**src/common/rv_pkg.sv**
```systemverilog
`default_nettype none

package rv_pkg;

    // ================================================
    // widths and base types
    // ================================================
    localparam int XLEN      = 32;
    localparam int REG_IDX_W = 5;

    typedef logic [XLEN-1:0]      word_t;
    typedef logic [REG_IDX_W-1:0] reg_idx_t;

    // ================================================
    // RV32I encodings, kept subset
    // ================================================
    localparam logic [6:0] OPC_OP_IMM = 7'b0010011;
    localparam logic [6:0] OPC_OP     = 7'b0110011;
    localparam logic [6:0] OPC_LOAD   = 7'b0000011;
    localparam logic [6:0] OPC_STORE  = 7'b0100011;
    localparam logic [6:0] OPC_LUI    = 7'b0110111;

    localparam logic [2:0] F3_ADD_SUB = 3'b000;
    localparam logic [2:0] F3_XOR     = 3'b100;
    localparam logic [2:0] F3_OR      = 3'b110;
    localparam logic [2:0] F3_AND     = 3'b111;
    localparam logic [2:0] F3_WORD    = 3'b010;

    localparam logic [6:0] F7_SUB = 7'b0100000;

    // data space map, bit 28 selects GPIO
    localparam word_t IO_BASE      = 32'h1000_0000;
    localparam word_t GPIO_OUT_OFS = 32'h0000_0000;
    localparam word_t GPIO_IN_OFS  = 32'h0000_0004;

    // ================================================
    // instruction formats
    // ================================================
    typedef struct packed {
        logic [6:0] funct7;
        reg_idx_t   rs2;
        reg_idx_t   rs1;
        logic [2:0] funct3;
        reg_idx_t   rd;
        logic [6:0] opcode;
    } r_fmt_t;

    typedef struct packed {
        logic [11:0] imm;
        reg_idx_t    rs1;
        logic [2:0]  funct3;
        reg_idx_t    rd;
        logic [6:0]  opcode;
    } i_fmt_t;

    typedef struct packed {
        logic [6:0] imm_hi;
        reg_idx_t   rs2;
        reg_idx_t   rs1;
        logic [2:0] funct3;
        logic [4:0] imm_lo;
        logic [6:0] opcode;
    } s_fmt_t;

    typedef struct packed {
        logic [19:0] imm;
        reg_idx_t    rd;
        logic [6:0]  opcode;
    } u_fmt_t;

    // one word, four views
    typedef union packed {
        r_fmt_t r;
        i_fmt_t i;
        s_fmt_t s;
        u_fmt_t u;
    } insn_u;

    // ================================================
    // port bundles
    // ================================================
    typedef struct packed {
        logic  valid;
        word_t addr;
    } imem_req_t;

    typedef struct packed {
        logic  valid;
        word_t data;
    } imem_rsp_t;

    typedef struct packed {
        logic     valid;
        word_t    pc;
        reg_idx_t rd;
        logic     rd_we;
        word_t    rd_val;
    } retire_t;

endpackage

`default_nettype wire
```
**src/hw/fetch_unit.sv**
```systemverilog
`timescale 1ns/1ps
`default_nettype none

module fetch_unit import rv_pkg::*; #(
    parameter int    QUEUE_DEPTH = 4,
    parameter word_t RESET_PC    = '0
) (
    input  wire       sys_clk,
    input  wire       sys_rst,
    input  wire       credit,
    output imem_req_t imem_req
);

    localparam int CNT_W = $clog2(QUEUE_DEPTH + 1);

    logic [CNT_W-1:0] credits;
    word_t            pc;
    imem_req_t        req_q;
    logic             issue;

    // one request per cycle while any slot is free
    assign issue = (credits != '0);

    // ================================================
    // PC and credit counter
    // ================================================
    always_ff @(posedge sys_clk) begin
        if (sys_rst) begin
            pc      <= RESET_PC;
            credits <= CNT_W'(QUEUE_DEPTH);
        end else begin
            if (issue) begin
                pc <= pc + 32'd4;
            end
            // spend on issue, refund on each pop
            credits <= credits - CNT_W'(issue) + CNT_W'(credit);
        end
    end

    // registered request towards instruction memory
    always_ff @(posedge sys_clk) begin
        req_q.addr <= pc;
        if (sys_rst) begin
            req_q.valid <= 1'b0;
        end else begin
            req_q.valid <= issue;
        end
    end

    assign imem_req = req_q;

endmodule

`default_nettype wire

```
**config.mk**
```make
export PLATFORM = sky130hd
export DESIGN_NAME = fetch_unit
export DESIGN_NICKNAME = d
export VERILOG_FILES = /design/src/common/rv_pkg.sv /design/src/hw/fetch_unit.sv
export SDC_FILE = /design/constraint.sdc
export NUM_CORES = 1
export LEC_CHECK = 0
export BUFFER_PORTS_ARGS = -buffer_cell sky130_fd_sc_hd__buf_2
export CAP_MARGIN = 30
export CORE_UTILIZATION = 40
export CTS_BUF_LIST = sky130_fd_sc_hd__clkbuf_4 sky130_fd_sc_hd__clkbuf_8
export DETAILED_ROUTE_END_ITERATION = 12
export GPL_ROUTABILITY_DRIVEN = 0
export PLACE_DENSITY = 0.68
export REMOVE_ABC_BUFFERS = 1
export SETUP_SLACK_MARGIN = 0.15
export SYNTH_ARGS = -nofsm -noshare
export SYNTH_HDL_FRONTEND = slang
export SYNTH_SLANG_ARGS = --single-unit
```
**constraint.sdc**
```tcl
create_clock -name sys_clk -period 3.1 [get_ports sys_clk]
set_input_delay 0.155 -clock sys_clk [delete_from_list [all_inputs] [get_ports sys_clk]]
set_output_delay 0.155 -clock sys_clk [all_outputs]
set_load 0.005 [all_outputs]
```
==> results.py <==
metrics = {
    "outcome": {
        "status": "complete, no violations",
    },
    "logic_synthesis": {
        "synth_top_area_frac": 0.5461,
        "synth_edf_count": 0,
        "synth_xor_area_frac": 0.04480,
        "ys.warnings.count": 0,
        "synthTopCellsByArea": "dfxtp_1 55%, nor2_1 3.5%, xnor2_1 3.0%",
        "ys_seq_elements": 64,
        "synth-adder-area-share": 0.02453,
        "yosys.area_share.simple": 0.2421,
        "synth_commonest_cells": "64 x dfxtp_1, 22 x nor2_1, 13 x nand2_1",
        "synthArstFlopShare": 0,
        "synth-compound-area-share": 0.04800,
        "synth-seq-area-share": 0.5461,
        "synthFlopType": "dfxtp_1",
        "synth_cells": 224,
        "ys_types": 37,
        "muxShareOfSynthArea": 0.04800,
        "synth_most_common_cell": "dfxtp_1",
        "syn-cell-area_mm2": 0.002346,
        "avgSynthCellArea_um2": 10.47,
        "synth_top_family_by_area": "simple AND/OR/NAND/NOR gates",
        "yosysTopAreaCell": "dfxtp_1",
    },
    "timing": {
        "fin_worst_skew_ns": 0.008500,
        "maxSlewHeadroom": 0.4877,
        "max_freq_mhz": 397.8,
        "fin_setup_tns_ns": 0,
        "finalSetupViolCount": 0,
        "rsz0062_at_grt": "false",
        "post-route-min-period_ns": 2.514,
        "fin_crit_sh": 0.8110,
        "drv_slew": 0,
        "hold_violations": 0,
        "worst_slew_pin_slew_ns": 0.7684,
    },
    "floorplanning": {
        "die_h_um": 78.59,
        "io_pins": 36,
        "fp.coreArea_mm2": 0.005574,
        "die_w_um": 78.59,
        "core.rowCount": 27,
        "start_util": 0.4209,
        "dieArea_mm2": 0.006176,
    },
    "drt": {
        "wl_um": 4024,
        "wl_per_cell_um": 11.91,
        "drc": 0,
        "viasPerCell": 4.932,
        "num_vias": 1667,
        "first_pass_iters": 4,
        "first_iter_violations": 109,
        "detail-route-antenna-nets": 0,
    },
    "clock_network": {
        "cts_setup_buffers": 0,
        "cts_buffers": 9,
        "clockBufferDepth": 2,
        "clockRootBuffer": "clkbuf_8",
        "cts_tree": "yes",
        "htree_levels": 3,
        "insertion_delay_ns": 0.34,
        "ctsResizeCount": 0,
        "cts_hold_buffers": 0,
        "clkTransAtPathRegs_ns": 0.06,
        "cts.sinks": 64,
    },
    "worst_setup_path": {
        "cp_max_fo": 9,
        "path_cells": "nor3_4 > clkinv_1 > ha_1 > inv_1 > ha_1 > fa_1 > xnor2_1 > xnor2_1 > nand2b_1",
        "cp.arrival_ns": 2.74,
        "critPathLaunchType": "register",
        "end_kind": "register",
        "critPathMaxStageDelay_ns": 0.37,
        "cp.required_ns": 3.33,
        "crit_type": "reg -> reg",
        "cp_slowest_cell": "ha_1",
    },
    "grt": {
        "grt_max_degree": 45,
        "grt_use_total": 0.1484,
        "antenna_found_initial": 0,
        "overflow": 0,
        "grt_pass1_vias": 1489,
        "grt_first_pass_wirelength_um": 6927,
    },
    "placed_design": {
        "place_hpwl_um": 2608,
        "place_inst": 322,
        "place.port_buffers": 33,
    },
    "power": {
        "irDropWorstVdd_uv": 405.0,
        "p_per_area_mw_per_mm2": 670.5,
        "p_leak_nw": 1.104,
    },
    "final_layout": {
        "nets": 268,
        "postLayoutCoreUtil": 0.4923,
        "fillers": 536,
        "diodes": 0,
        "instances_no_fill": 338,
        "drive_above_1_share": 0.2406,
        "area_growth_pct": 16.96,
    },
    "flow_run": {
        "cap_violations": 0,
    },
    "hold_path": {
        "hold_class": "in -> reg",
    },
}
layer usage:
metal / share of wire / GRT usage / vias up
met5: 0 / 0 / -
met4: 0.015 / 0.06667 / 0
met3: 0.059 / 0.06628 / 6
met2: 0.43 / 0.2174 / 40
met1: 0.50 / 0.1860 / 771
li1: - / - / 850
metrics by stage:
| step | setup WS [ns] | total power, mW | hold WS (ns) | cell area [µm²] |
|---|---|---|---|---|
| after floorplan | 0.8354 | 1.080 | 0.2241 | 2282 |
| after global placement | 0.7159 | 1.130 | 0.3570 | 2537 |
| after detailed placement | 0.5943 | 1.136 | 0.3610 | 2537 |
| after CTS | 0.5743 | 1.864 | 0.1463 | 2744 |
| after global routing | 0.3359 | 1.944 | 0.1771 | 2744 |
| final | 0.5860 | 1.840 | 0.1591 | 2744 |
flip-flops by register name, indices dropped and copies added (netlist names):
register and cells:
imem_req 31, pc 30, credits 3
critical path: cells and delay by family (launching register included):
family	cells	cell delay (ns)
XOR/XNOR	2	0.35
adder cells (fa/ha/maj)	3	0.92
buffers and inverters	2	0.37
flip-flops	1	0.35
AND/OR/NAND/NOR	2	0.42
cell type report:
type | count | area [µm²] | share of cell area
Clock inverter | 3 | 40.04 | 0.01459
Inverter | 10 | 37.54 | 0.01368
Multi-Input combinational cell | 143 | 963.4 | 0.3511
Sequential cell | 64 | 1281 | 0.4669
Timing Repair Buffer | 33 | 165.2 | 0.06019
Tap cell | 72 | 90.09 | 0.03283
Clock buffer | 13 | 166.4 | 0.06065
worst paths after layout:
kind                                             from                    end  slack [ns]  cells past startpoint
worst max-delay path            credits[1]$_SDFF_PP0_  credits[2]$_SDFF_PP1_        0.59                      9
worst min-delay path                           credit  credits[0]$_SDFF_PP0_        0.16                      3
worst max register to register  credits[1]$_SDFF_PP0_  credits[2]$_SDFF_PP1_        0.59                      9
worst min register to register    pc[20]$_SDFFE_PP0N_   imem_req[20]$_DFF_P_        0.37                      0
power breakdown:
part / switching (mW) / internal, mW
logic: 0.106 / 0.0977
clock network: 0.287 / 0.430
registers: 0.0457 / 0.872
kinds of logic (layout without fill, tap and decap cells):
logic type / Yosys count / count (layout)
flip-flops: 64 / 64
buffers and inverters: 18 / 59
other: 1 / 2
AND/OR/NAND/NOR: 96 / 96
adder cells (fa/ha/maj): 4 / 4
AO/OA/AOI/OAI: 19 / 19
multiplexers: 10 / 10
XOR/XNOR: 12 / 12
layout by cell type (no fill, tap or decap), drive strengths merged, types with 2 or more instances in the layout:
| cell type | n |
|---|---|
| conb | 2 |
| and4 | 3 |
| mux2 | 10 |
| nand3 | 11 |
| dfxtp | 64 |
| clkinv | 3 |
| xnor2 | 8 |
| inv | 9 |
| xor2 | 4 |
| o31ai | 7 |
| and3 | 3 |
| nor3 | 6 |
| buf | 33 |
| o21ai | 2 |
| or3 | 2 |
| nor4 | 8 |
| nand2 | 13 |
| or4 | 7 |
| nand4 | 3 |
| a21oi | 10 |
| nand2b | 2 |
| ha | 3 |
| nor2 | 22 |
| nor2b | 11 |
| clkbuf | 13 |
Power figures use the tool's default switching activity.
