--- config.mk ---
export PLATFORM = sky130hd
export DESIGN_NAME = ins_queue
export DESIGN_NICKNAME = d
export VERILOG_FILES = /design/src/common/rv_pkg.sv /design/src/hw/ins_queue.sv
export SDC_FILE = /design/constraint.sdc
export NUM_CORES = 1
export LEC_CHECK = 0
export ABC_AREA = 0
export BUFFER_PORTS_ARGS = -buffer_cell sky130_fd_sc_hd__buf_2
export CORE_ASPECT_RATIO = 1.2
export CORE_MARGIN = 2
export CORE_UTILIZATION = 40
export CTS_CLUSTER_SIZE = 40
export DETAILED_ROUTE_END_ITERATION = 10
export SYNTH_ARGS = -nofsm -noshare
export SYNTH_HDL_FRONTEND = slang
export SYNTH_SLANG_ARGS = --single-unit
--- constraint.sdc ---
create_clock -name sys_clk -period 2.6 [get_ports sys_clk]
set_input_delay 0.52 -clock sys_clk [delete_from_list [all_inputs] [get_ports sys_clk]]
set_output_delay 0.52 -clock sys_clk [all_outputs]
set_load 0.02 [all_outputs]
--- src/common/rv_pkg.sv ---
`default_nettype none

package rv_pkg;

    // ================================================
    // widths and base types
    // ================================================
    localparam int XLEN      = 32;
    localparam int REG_IDX_W = 5;

    typedef logic [XLEN-1:0]      word_t;
    typedef logic [REG_IDX_W-1:0] reg_idx_t;

    // ================================================
    // RV32I encodings, kept subset
    // ================================================
    localparam logic [6:0] OPC_OP_IMM = 7'b0010011;
    localparam logic [6:0] OPC_OP     = 7'b0110011;
    localparam logic [6:0] OPC_LOAD   = 7'b0000011;
    localparam logic [6:0] OPC_STORE  = 7'b0100011;
    localparam logic [6:0] OPC_LUI    = 7'b0110111;

    localparam logic [2:0] F3_ADD_SUB = 3'b000;
    localparam logic [2:0] F3_XOR     = 3'b100;
    localparam logic [2:0] F3_OR      = 3'b110;
    localparam logic [2:0] F3_AND     = 3'b111;
    localparam logic [2:0] F3_WORD    = 3'b010;

    localparam logic [6:0] F7_SUB = 7'b0100000;

    // data space map, bit 28 selects GPIO
    localparam word_t IO_BASE      = 32'h1000_0000;
    localparam word_t GPIO_OUT_OFS = 32'h0000_0000;
    localparam word_t GPIO_IN_OFS  = 32'h0000_0004;

    // ================================================
    // instruction formats
    // ================================================
    typedef struct packed {
        logic [6:0] funct7;
        reg_idx_t   rs2;
        reg_idx_t   rs1;
        logic [2:0] funct3;
        reg_idx_t   rd;
        logic [6:0] opcode;
    } r_fmt_t;

    typedef struct packed {
        logic [11:0] imm;
        reg_idx_t    rs1;
        logic [2:0]  funct3;
        reg_idx_t    rd;
        logic [6:0]  opcode;
    } i_fmt_t;

    typedef struct packed {
        logic [6:0] imm_hi;
        reg_idx_t   rs2;
        reg_idx_t   rs1;
        logic [2:0] funct3;
        logic [4:0] imm_lo;
        logic [6:0] opcode;
    } s_fmt_t;

    typedef struct packed {
        logic [19:0] imm;
        reg_idx_t    rd;
        logic [6:0]  opcode;
    } u_fmt_t;

    // one word, four views
    typedef union packed {
        r_fmt_t r;
        i_fmt_t i;
        s_fmt_t s;
        u_fmt_t u;
    } insn_u;

    // ================================================
    // port bundles
    // ================================================
    typedef struct packed {
        logic  valid;
        word_t addr;
    } imem_req_t;

    typedef struct packed {
        logic  valid;
        word_t data;
    } imem_rsp_t;

    typedef struct packed {
        logic     valid;
        word_t    pc;
        reg_idx_t rd;
        logic     rd_we;
        word_t    rd_val;
    } retire_t;

endpackage

`default_nettype wire
--- src/hw/ins_queue.sv ---
`timescale 1ns/1ps
`default_nettype none

module ins_queue import rv_pkg::*; #(
    parameter int QUEUE_DEPTH = 4
) (
    input  wire            sys_clk,
    input  wire            sys_rst,
    input  wire imem_rsp_t push,
    input  wire            pop,
    output logic           head_valid,
    output word_t          head_word,
    output logic           credit
);

    localparam int PTR_W = (QUEUE_DEPTH > 1) ? $clog2(QUEUE_DEPTH) : 1;
    localparam int CNT_W = $clog2(QUEUE_DEPTH + 1);

    word_t            mem [QUEUE_DEPTH];
    logic [PTR_W-1:0] wr_ptr;
    logic [PTR_W-1:0] rd_ptr;
    logic [CNT_W-1:0] count;
    logic             do_pop;

    // credits bound occupancy, so push needs no check
    assign do_pop     = pop && head_valid;
    assign head_valid = (count != '0);
    assign head_word  = mem[rd_ptr];

    always_ff @(posedge sys_clk) begin
        if (push.valid) begin
            mem[wr_ptr] <= push.data;
        end
    end

    // ================================================
    // pointers, occupancy, credit return
    // ================================================
    always_ff @(posedge sys_clk) begin
        if (sys_rst) begin
            wr_ptr <= '0;
            rd_ptr <= '0;
            count  <= '0;
            credit <= 1'b0;
        end else begin
            if (push.valid) begin
                wr_ptr <= (wr_ptr == PTR_W'(QUEUE_DEPTH - 1)) ? '0 : wr_ptr + 1'b1;
            end
            if (do_pop) begin
                rd_ptr <= (rd_ptr == PTR_W'(QUEUE_DEPTH - 1)) ? '0 : rd_ptr + 1'b1;
            end
            count  <= count + CNT_W'(push.valid) - CNT_W'(do_pop);
            // one credit per freed slot
            credit <= do_pop;
        end
    end

endmodule

`default_nettype wire

==> impl_metrics.yaml, run 1 <==
synth:
  synth_most_common_cell: "edfxtp_1"
  synth-compound-area-share_pct: 0.2672
  synth.area.top_cells: "edfxtp_1, mux4_2, dfxtp_1"
  synth_cells: 213
  avgSynthCellArea_um2: 24.18
  synth-async-reset-ratio_pct: 0
  synthAdderAreaFrac_pct: 2.089
  yosysWarnings: 0
  ys_seq_area_share_pct: 78.52
  synth_top_family_by_area: "multiplexers"
  mappedNetlistNets: 257
  synth_edf_count: 128
  synth_flop_cell: "edfxtp_1"
  synthTopCellsByCount: "edfxtp_1, mux4_2, dfxtp_1"
  synthMuxAreaShare_pct: 14.75
  synth_simple_gate_area_share_pct: 1.822
  synthXorXnorAreaFrac_pct: 0.4373
  synth_top_cell_by_area: "edfxtp_1"
  synth_seq_cells: 138
  syn_area_um2: 5150
  synth_top_cell_area_share_pct: 74.64
  synth_cell_types: 23
clock_tree:
  cts_setup_buffers: 0
  insertion_delay_ns: 0.41
  numCtsBuffers: 17
  htree_levels: 4
  clk_pin_slew_worst_paths_ns: 0.06
  cts_sinks: 138
  clk_path_buf_depth: 2
  cts-root-buf: "clkbuf_16"
  cts_tree: "yes"
cells_and_area:
  fillers: 1079
  diodes: 0
  regArea_um2: 4049
  drive_above_1_share_pct: 45.22
  multi_input_area_um2: 1002
  finalInstanceArea_um2: 6291
  areaGrowthSynthToFinish_pct: 22.16
  nNetsFinal: 345
  final_util_pct: 49.88
outcome:
  status: "complete, no violations"
power_and_ir_drop:
  vdd_drop_max_v: 0.0004530
  switchingPower_mw: 1.517
  clkPwrFrac_pct: 35.9
  powerDensity_nw_per_um2: 941.0
  leakage_nw: 2.167
  comb_power_share_pct: 19.4
  internal-power_mw: 4.403
  swShare_pct: 25.63
  pwr-share-seq_pct: 44.7
critical_path:
  critPathLaunchType: "register"
  r2r_start: "count[1]"
  critPathArrivalTime_ns: 1.88
  worstPathMaxFanout: 16
  path_cells: "buf_12, mux4_1, buf_2"
  cpPeakStageDelay_ns: 0.60
  crit_type: "reg -> out"
  end_kind: "output pin"
  slowest_stage: "mux4_1"
  cp.required_ns: 2.08
timing:
  drv_slew: 0
  clock_skew_ns: 0.005258
  tightest_slew_ns: 0.5127
  period_share_pct: 92.48
  setup_viol: 0
  rsz0062_at_grt: "false"
  min_period_ns: 2.404
  max-slew-margin-rel_pct: 65.82
  max_freq_mhz: 415.9
  hold_viol: 0
  setup_tns_ns: 0
min_path:
  hold_start: "push[27]"
  worstHoldPathType: "in -> reg"
floorplan:
  dieArea_um2: 13800
  core-area_um2: 12610
  initial_core_util_pct: 40.83
  rows: 45
  pin_count: 70
  die_y_um: 128.3
  die_w_um: 107.6
grt:
  grt_pass1_wl_um: 13720
  track_usage_pct: 13.97
  grt_overflow_total: 0
  antenna_found_initial: 0
  first_global_vias: 2445
  grt_max_degree: 29
detailed_routing:
  dr.pass1.iters: 4
  dr.first_iter.drc_count: 72
  vias_per_cell: 4.891
  drcViolationCount: 0
  wl_per_cell_um: 18.48
  postRouteAntennaNets: 0
  wirelength_um: 8834
  routed-via-count: 2338
placed_design:
  place_congestion: 0.6715
  dp.final_hpwl_um: 5419
  portBuffers: 69
  placed_area_um2: 5753
run:
  cap_viol_max_count: 0
==> sequential cells by signal (all words and copies together), names as in the netlist, named ones only <==
name	cells
rd_ptr	2
count	3
mem	128
credit	1
wr_ptr	2
==> placed cells by master, fill, tap and decap left out <==
cell type,netlist,routed
mux2i_1,2,2
inv_1,5,5
clkinvlp_4,0,5
clkinv_2,0,3
dfxtp_4,0,1
dfxtp_1,10,8
buf_4,0,2
nor2_1,3,3
o31a_1,1,1
mux2_2,1,1
clkinv_1,0,5
a21oi_1,1,1
fa_1,1,1
buf_2,3,69
or3_1,1,1
dfxtp_2,0,1
clkinv_4,0,1
mux4_1,2,2
nor2b_1,3,3
nand2b_1,3,3
clkbuf_16,0,17
xnor3_1,1,1
ha_1,7,7
or3b_2,1,1
edfxtp_1,128,128
and2_2,0,4
bufinv_16,0,1
buf_12,3,6
nor3_1,1,1
mux4_2,30,30
==> per-layer routing <==
metal  vias up  part of all wire, %  track usage, %  routed length, um
met4         0                  1.2           7.466                110
met2        54                   52           22.86               4634
met1      1216                   43           16.75               3785
met5         -                    0               0                  0
met3         7                  3.5           3.965                305
li1       1061                    -               -                  -
==> worst max-delay path, delay by kind of cell, from the launching register on <==
| family | cells | cell delay (ns) |
|---|---|---|
| buffers and inverters | 2 | 0.40 |
| DFF | 1 | 0.46 |
| muxes | 1 | 0.60 |
==> what timing repair did <==
item                                    4_1_cts  5_1_grt
endpoints found under the setup margin        0        1
hold buffers                                  0        0
resized for setup                             0        1
==> logic make-up after synthesis <==
logic type	count (synthesis)
xor gates and xnor gates	1
DFF	138
muxes	35
and+or+nand+nor	16
adders and majority gates	8
AOI/OAI and AO/OA	2
buffers and inverters	13
==> final cells by class <==
class / instances / share of cell area, %
Clock buffer: 17 / 6.762
Inverter: 5 / 0.2983
Timing Repair Buffer: 77 / 7.637
Clock inverter: 15 / 1.750
Multi-Input combinational cell: 62 / 15.93
Sequential cell: 138 / 64.36
Tap cell: 164 / 3.262
==> power groups by stage <==
stage	clock (mW)	combinational [mW]	sequential, mW
CTS	2.18	1.18	2.65
detailed placement	0	1.17	2.70
global route	2.28	1.25	2.67
global placement	0	1.17	2.69
finish	2.12	1.15	2.65
floorplan	0	0.896	2.64
==> metrics by stage <==
step                setup WS, ns  cells  hold WS, ns  power [mW]
finish                    0.1955    478       0.3258       5.920
detailed placement        0.4687    446       0.5183       3.870
global placement          0.5222    446       0.5070       3.852
floorplan                 0.7355    213       0.4682       3.536
global route             0.08802    478       0.3199       6.199
CTS                      0.02555    478       0.3085       6.012
==> final timing paths <==
kind	to	slack [ns]	cells past startpoint
max	head_word[27]	0.20	3
max reg2reg	count[2]	0.66	8
min reg2reg	wr_ptr[0]	0.53	2
min	mem[0][27]	0.33	1
No activity file was read; power rests on OpenSTA's default activity.
==> inputs of run 2 (changes only) <==
--- a/config.mk
+++ b/config.mk
@@ -12,6 +12,7 @@
 export CORE_UTILIZATION = 40
 export CTS_CLUSTER_SIZE = 40
 export DETAILED_ROUTE_END_ITERATION = 10
+export SETUP_SLACK_MARGIN = 0.2
 export SYNTH_ARGS = -nofsm -noshare
 export SYNTH_HDL_FRONTEND = slang
 export SYNTH_SLANG_ARGS = --single-unit
==> run 2 against run 1 <==
Sequential share of layout area decreased by 0.15 points; flip-flop and latch count unchanged; non-clock buffer count increased by 2; wire length about the same; worst setup slack improved by 0.099 ns; combinational power increased by 3%; fmax increased by 4.3%; final area increased by 0.24%; die area unchanged; first-iteration DRC count increased by 15%; clock skew decreased by 0.0015 ns; critical endpoint unchanged; sequential power about the same.
==> impl_metrics.yaml, run 2 (synthesis gave the netlist of run 1 again) <==
critical_path:
  crit_type: "reg -> out"
  rrSetupSlack_ns: 0.66
  critPathArrivalTime_ns: 1.79
  worstPathMaxFanout: 16
  cp.required_ns: 2.08
  end_kind: "output pin"
  critPathLaunchType: "register"
clock_tree:
  numCtsBuffers: 17
  insertion_delay_ns: 0.40
  htree_levels: 4
  cts-root-buf: "clkbuf_16"
  hold_buffers: 0
  cts_tree: "yes"
  clk_pin_slew_worst_paths_ns: 0.06
  clk_path_buf_depth: 2
  cts_sinks: 138
detailed_routing:
  wirelength_um: 8827
  vias_per_cell: 4.923
  dr.first_iter.drc_count: 83
  drcViolationCount: 0
  routed-via-count: 2363
  dr.pass1.iters: 4
  postRouteAntennaNets: 0
  wl_per_cell_um: 18.39
timing:
  min_period_ns: 2.306
  period_share_pct: 88.69
  drv_slew: 0
  finalWorstSetupSlack_ns: 0.2942
  setup_tns_ns: 0
  max-slew-margin-rel_pct: 65.57
  hold_viol: 0
  tightest_slew_ns: 0.5165
  max_freq_mhz: 433.7
  setup_viol: 0
  rsz0062_at_grt: "false"
  clock_skew_ns: 0.003728
grt:
  grt_overflow_total: 0
  track_usage_pct: 14.04
  first_global_vias: 2459
  antenna_found_initial: 0
  grt_pass1_wl_um: 13800
  grt_max_degree: 29
placed_design:
  dp.final_hpwl_um: 5419
  place_congestion: 0.6715
  dpl_worst_slack_ns: 0.4687
  portBuffers: 69
power_and_ir_drop:
  vdd_drop_max_v: 0.0004527
  leakage_nw: 2.178
  powerDensity_nw_per_um2: 942.1
cells_and_area:
  diodes: 0
  most-common-layout-cells: "edfxtp_1, buf_2, mux4_2"
  top_register: "mem"
  nNetsFinal: 347
  mostFrequentLayoutCell: "edfxtp_1"
  drive_above_1_share_pct: 45.57
  largestRegisters: "mem: 128 flops, count: 3 flops"
  largest_reg_flops: 128
  areaGrowthSynthToFinish_pct: 22.45
min_path:
  worstHoldPathType: "in -> reg"
floorplan:
  dieArea_um2: 13800
  rows: 45
  pin_count: 70
  core-area_um2: 12610
  initial_core_util_pct: 40.83
  die_w_um: 107.6
  die_y_um: 128.3
outcome:
  status: "complete, no violations"
run:
  cap_viol_max_count: 0
run 2: timing repair:
action                                 4_1_cts  5_1_grt
resized for setup                            1        0
setup buffers                                2        0
endpoints found under the hold margin        0        0
setup endpoints to repair                   22        0
run 2: area by class of cell:
class	instances	area (um2)
multi-input combinational	62	1002
clock buffer	17	425.4
fill	1076	6306
sequential	138	4049
tap	164	205.2
inverter	5	18.77
clock inverter	15	110.1
timing repair buffer	79	495.5
run 2: path summary, 6_finish.rpt:
| path | to | cells past startpoint | start |
|---|---|---|---|
| setup / recovery | head_word[27] | 3 | register |
| hold / removal | mem[0][27] | 1 | push[27] |
| setup reg to reg | count[2] | 8 | count[1] |
| hold reg to reg | wr_ptr[0] | 2 | wr_ptr[0] |
run 2: critical path: stages (launching register included):
cell,delay (ns)
dfxtp_4,0.39
buf_12,0.20
mux4_1,0.60
buf_2,0.18
run 2: metal layers:
layer  global-route usage, %  vias up  share of wire (%)
met5                       0        -                  0
met4                   7.466        0                1.6
met3                   3.965        8                4.1
met2                   22.94       62                 52
met1                   16.89     1227                 42
li1                        -     1066                  -
run 2: report_power, final:
group          switching (mW)  internal (mW)
clock network           0.838           1.29
logic                   0.616          0.570
registers              0.0704           2.56
total                    1.52           4.42
run 2: metrics by stage:
| step | util [%] | instance area (um2) | total power, mW | std cells | hold WS, ns |
|---|---|---|---|---|---|
| 2_1_floorplan | - | 5150 | 3.536 | 213 | 0.4682 |
| 3_3_place_gp | 45.62 | 5753 | 3.852 | 446 | 0.5070 |
| 3_5_place_dp | 45.62 | 5753 | 3.870 | 446 | 0.5183 |
| 4_1_cts | 50.00 | 6306 | 6.031 | 480 | 0.3085 |
| 5_1_grt | 50.00 | 6306 | 6.219 | 480 | 0.3199 |
| 6_report | 50.00 | 6306 | 5.941 | 480 | 0.3264 |
==> inputs of run 3 (changes only) <==
--- a/config.mk
+++ b/config.mk
@@ -9,7 +9,7 @@
 export BUFFER_PORTS_ARGS = -buffer_cell sky130_fd_sc_hd__buf_2
 export CORE_ASPECT_RATIO = 1.2
 export CORE_MARGIN = 2
-export CORE_UTILIZATION = 40
+export CORE_UTILIZATION = 33
 export CTS_CLUSTER_SIZE = 40
 export DETAILED_ROUTE_END_ITERATION = 10
 export SETUP_SLACK_MARGIN = 0.2
==> run 3 against run 2 <==
Clock skew up 0.0029 ns; clock-buffer cell count up 1; non-clock buffer count down 3; final cell count up 8.3%; global-route usage down 2.1 points; flip-flop and latch count unchanged; via count down 1.1%; sequential power about the same; largest power group unchanged; highest routed layer is now met5.
==> impl_metrics.yaml, run 3 (synthesis gave the netlist of run 1 again) <==
outcome:
  status: "complete, no violations"
clock_tree:
  insertion_delay_ns: 0.41
  hold_buffers: 0
  htree_levels: 4
  cts_tree: "yes"
  cts_resized: 0
  numCtsBuffers: 17
  cts-root-buf: "clkbuf_16"
  cts_sinks: 138
  clk_path_buf_depth: 2
  cts_setup_buffers: 0
  clk_pin_slew_worst_paths_ns: 0.06
timing:
  max_freq_mhz: 440.4
  drv_slew: 0
  setup_viol: 0
  setup_tns_ns: 0
  clock_skew_ns: 0.006669
  rsz0062_at_grt: "false"
  max-slew-margin-rel_pct: 69.13
  min_period_ns: 2.271
  hold_viol: 0
  period_share_pct: 87.34
  tightest_slew_ns: 0.4630
grt:
  grt_max_degree: 22
  first_global_vias: 2547
  grt_overflow_total: 0
  grt_pass1_wl_um: 14140
  antenna_found_initial: 1
  track_usage_pct: 11.94
placed_design:
  portBuffers: 69
  dp.final_hpwl_um: 5555
  placed_area_um2: 5801
  dp.cells: 489
  place_congestion: 0.6135
detailed_routing:
  wirelength_um: 9058
  drcViolationCount: 0
  routed-via-count: 2336
  wl_per_cell_um: 17.42
  vias_per_cell: 4.492
  dr.first_iter.drc_count: 172
  postRouteAntennaNets: 0
  dr.pass1.iters: 6
power_and_ir_drop:
  vdd_drop_max_v: 0.0004251
  powerDensity_nw_per_um2: 983.7
  leakage_nw: 2.217
  fin_total_pwr_mw: 6.330
cells_and_area:
  multi_input_area_um2: 1002
  areaGrowthSynthToFinish_pct: 24.95
  nNetsFinal: 344
  drive_above_1_share_pct: 45.83
  most-common-layout-cells: "edfxtp_1, buf_2, mux4_2"
  largestRegisters: "mem: 128 flops, count: 3 flops"
  mostFrequentLayoutCell: "edfxtp_1"
  top_register: "mem"
  regArea_um2: 4046
  final_util_pct: 41.64
  largest_reg_flops: 128
  fillers: 1391
  diodes: 0
  fin_cells: 520
  finalInstanceArea_um2: 6435
floorplan:
  dieArea_um2: 16630
  rows: 50
  initial_core_util_pct: 33.33
  core-area_um2: 15450
  die_w_um: 118.0
  die_y_um: 140.8
  pin_count: 70
critical_path:
  r2r_start: "count[1]"
  rrSetupSlack_ns: 0.67
  critPathLaunchType: "register"
  r2r_end: "count[2]"
  end_kind: "output pin"
  critPathArrivalTime_ns: 1.75
  worstPathMaxFanout: 11
  reg2regPathDepth: 8
  cp.required_ns: 2.08
  crit_type: "reg -> out"
min_path:
  holdPathEnd: "mem[2][27]"
  hold_start: "push[27]"
  hold_depth: 1
  worstHoldPathType: "in -> reg"
run:
  cap_viol_max_count: 0
==> run 3: cell count changes in the layout (fill, tap and decap cells not counted) <==
cell        change
clkinvlp_4      -3
clkinv_4        +1
buf_4           -4
dfxtp_4         -1
clkbuf_1        +1
bufinv_16       +4
dfxtp_2         +1
clkinv_1        -4
buf_6           +1
==> run 3: worst max path at each step <==
stage                        start       endpoint  slack (ns)  cells past startpoint
final                     register  head_word[27]        0.33                      3
after global routing      register  head_word[27]        0.21                      3
after CTS                 register  head_word[27]        0.22                      3
after detailed placement       pop       count[2]        0.57                      9
after global placement         pop       count[2]        0.61                      9
after floorplan                pop       count[2]        0.74                      8
==> run 3: layout make-up <==
type                    count  area share [%]
repair buffers             76           7.408
clock buffers              18           6.669
inverters                   5          0.2917
clock inverters            13           3.130
flip-flops and latches    138           62.88
well taps                 208           4.044
multi-input cells          62           15.57
==> run 3: power by group <==
part	total (mW)	switching (mW)	internal (mW)
registers	2.62	0.0633	2.56
logic	1.16	0.609	0.547
clock network	2.55	0.867	1.69
==> run 3: per-layer routing <==
layer / GRT usage [%] / part of all wire, % / vias up
met3: 5.502 / 5.7 / 14
met4: 4.946 / 1.6 / 2
met1: 12.92 / 40 / 1200
met2: 20.32 / 52 / 63
met5: 0 / 0.088 / -
li1: - / - / 1057
==> run 3: critical path, stage by stage (launching register included) <==
cell and delay [ns]:
dfxtp_2 0.35, buf_6 0.20, mux4_1 0.59, buf_2 0.18
==> run 3: per-stage QoR <==
stage / setup slack [ns] / hold WS [ns]
floorplan: 0.7355 / 0.4682
global placement: 0.6102 / 0.4936
detailed placement: 0.5692 / 0.5008
CTS: 0.2190 / 0.2973
global route: 0.2142 / 0.2976
finish: 0.3292 / 0.3176
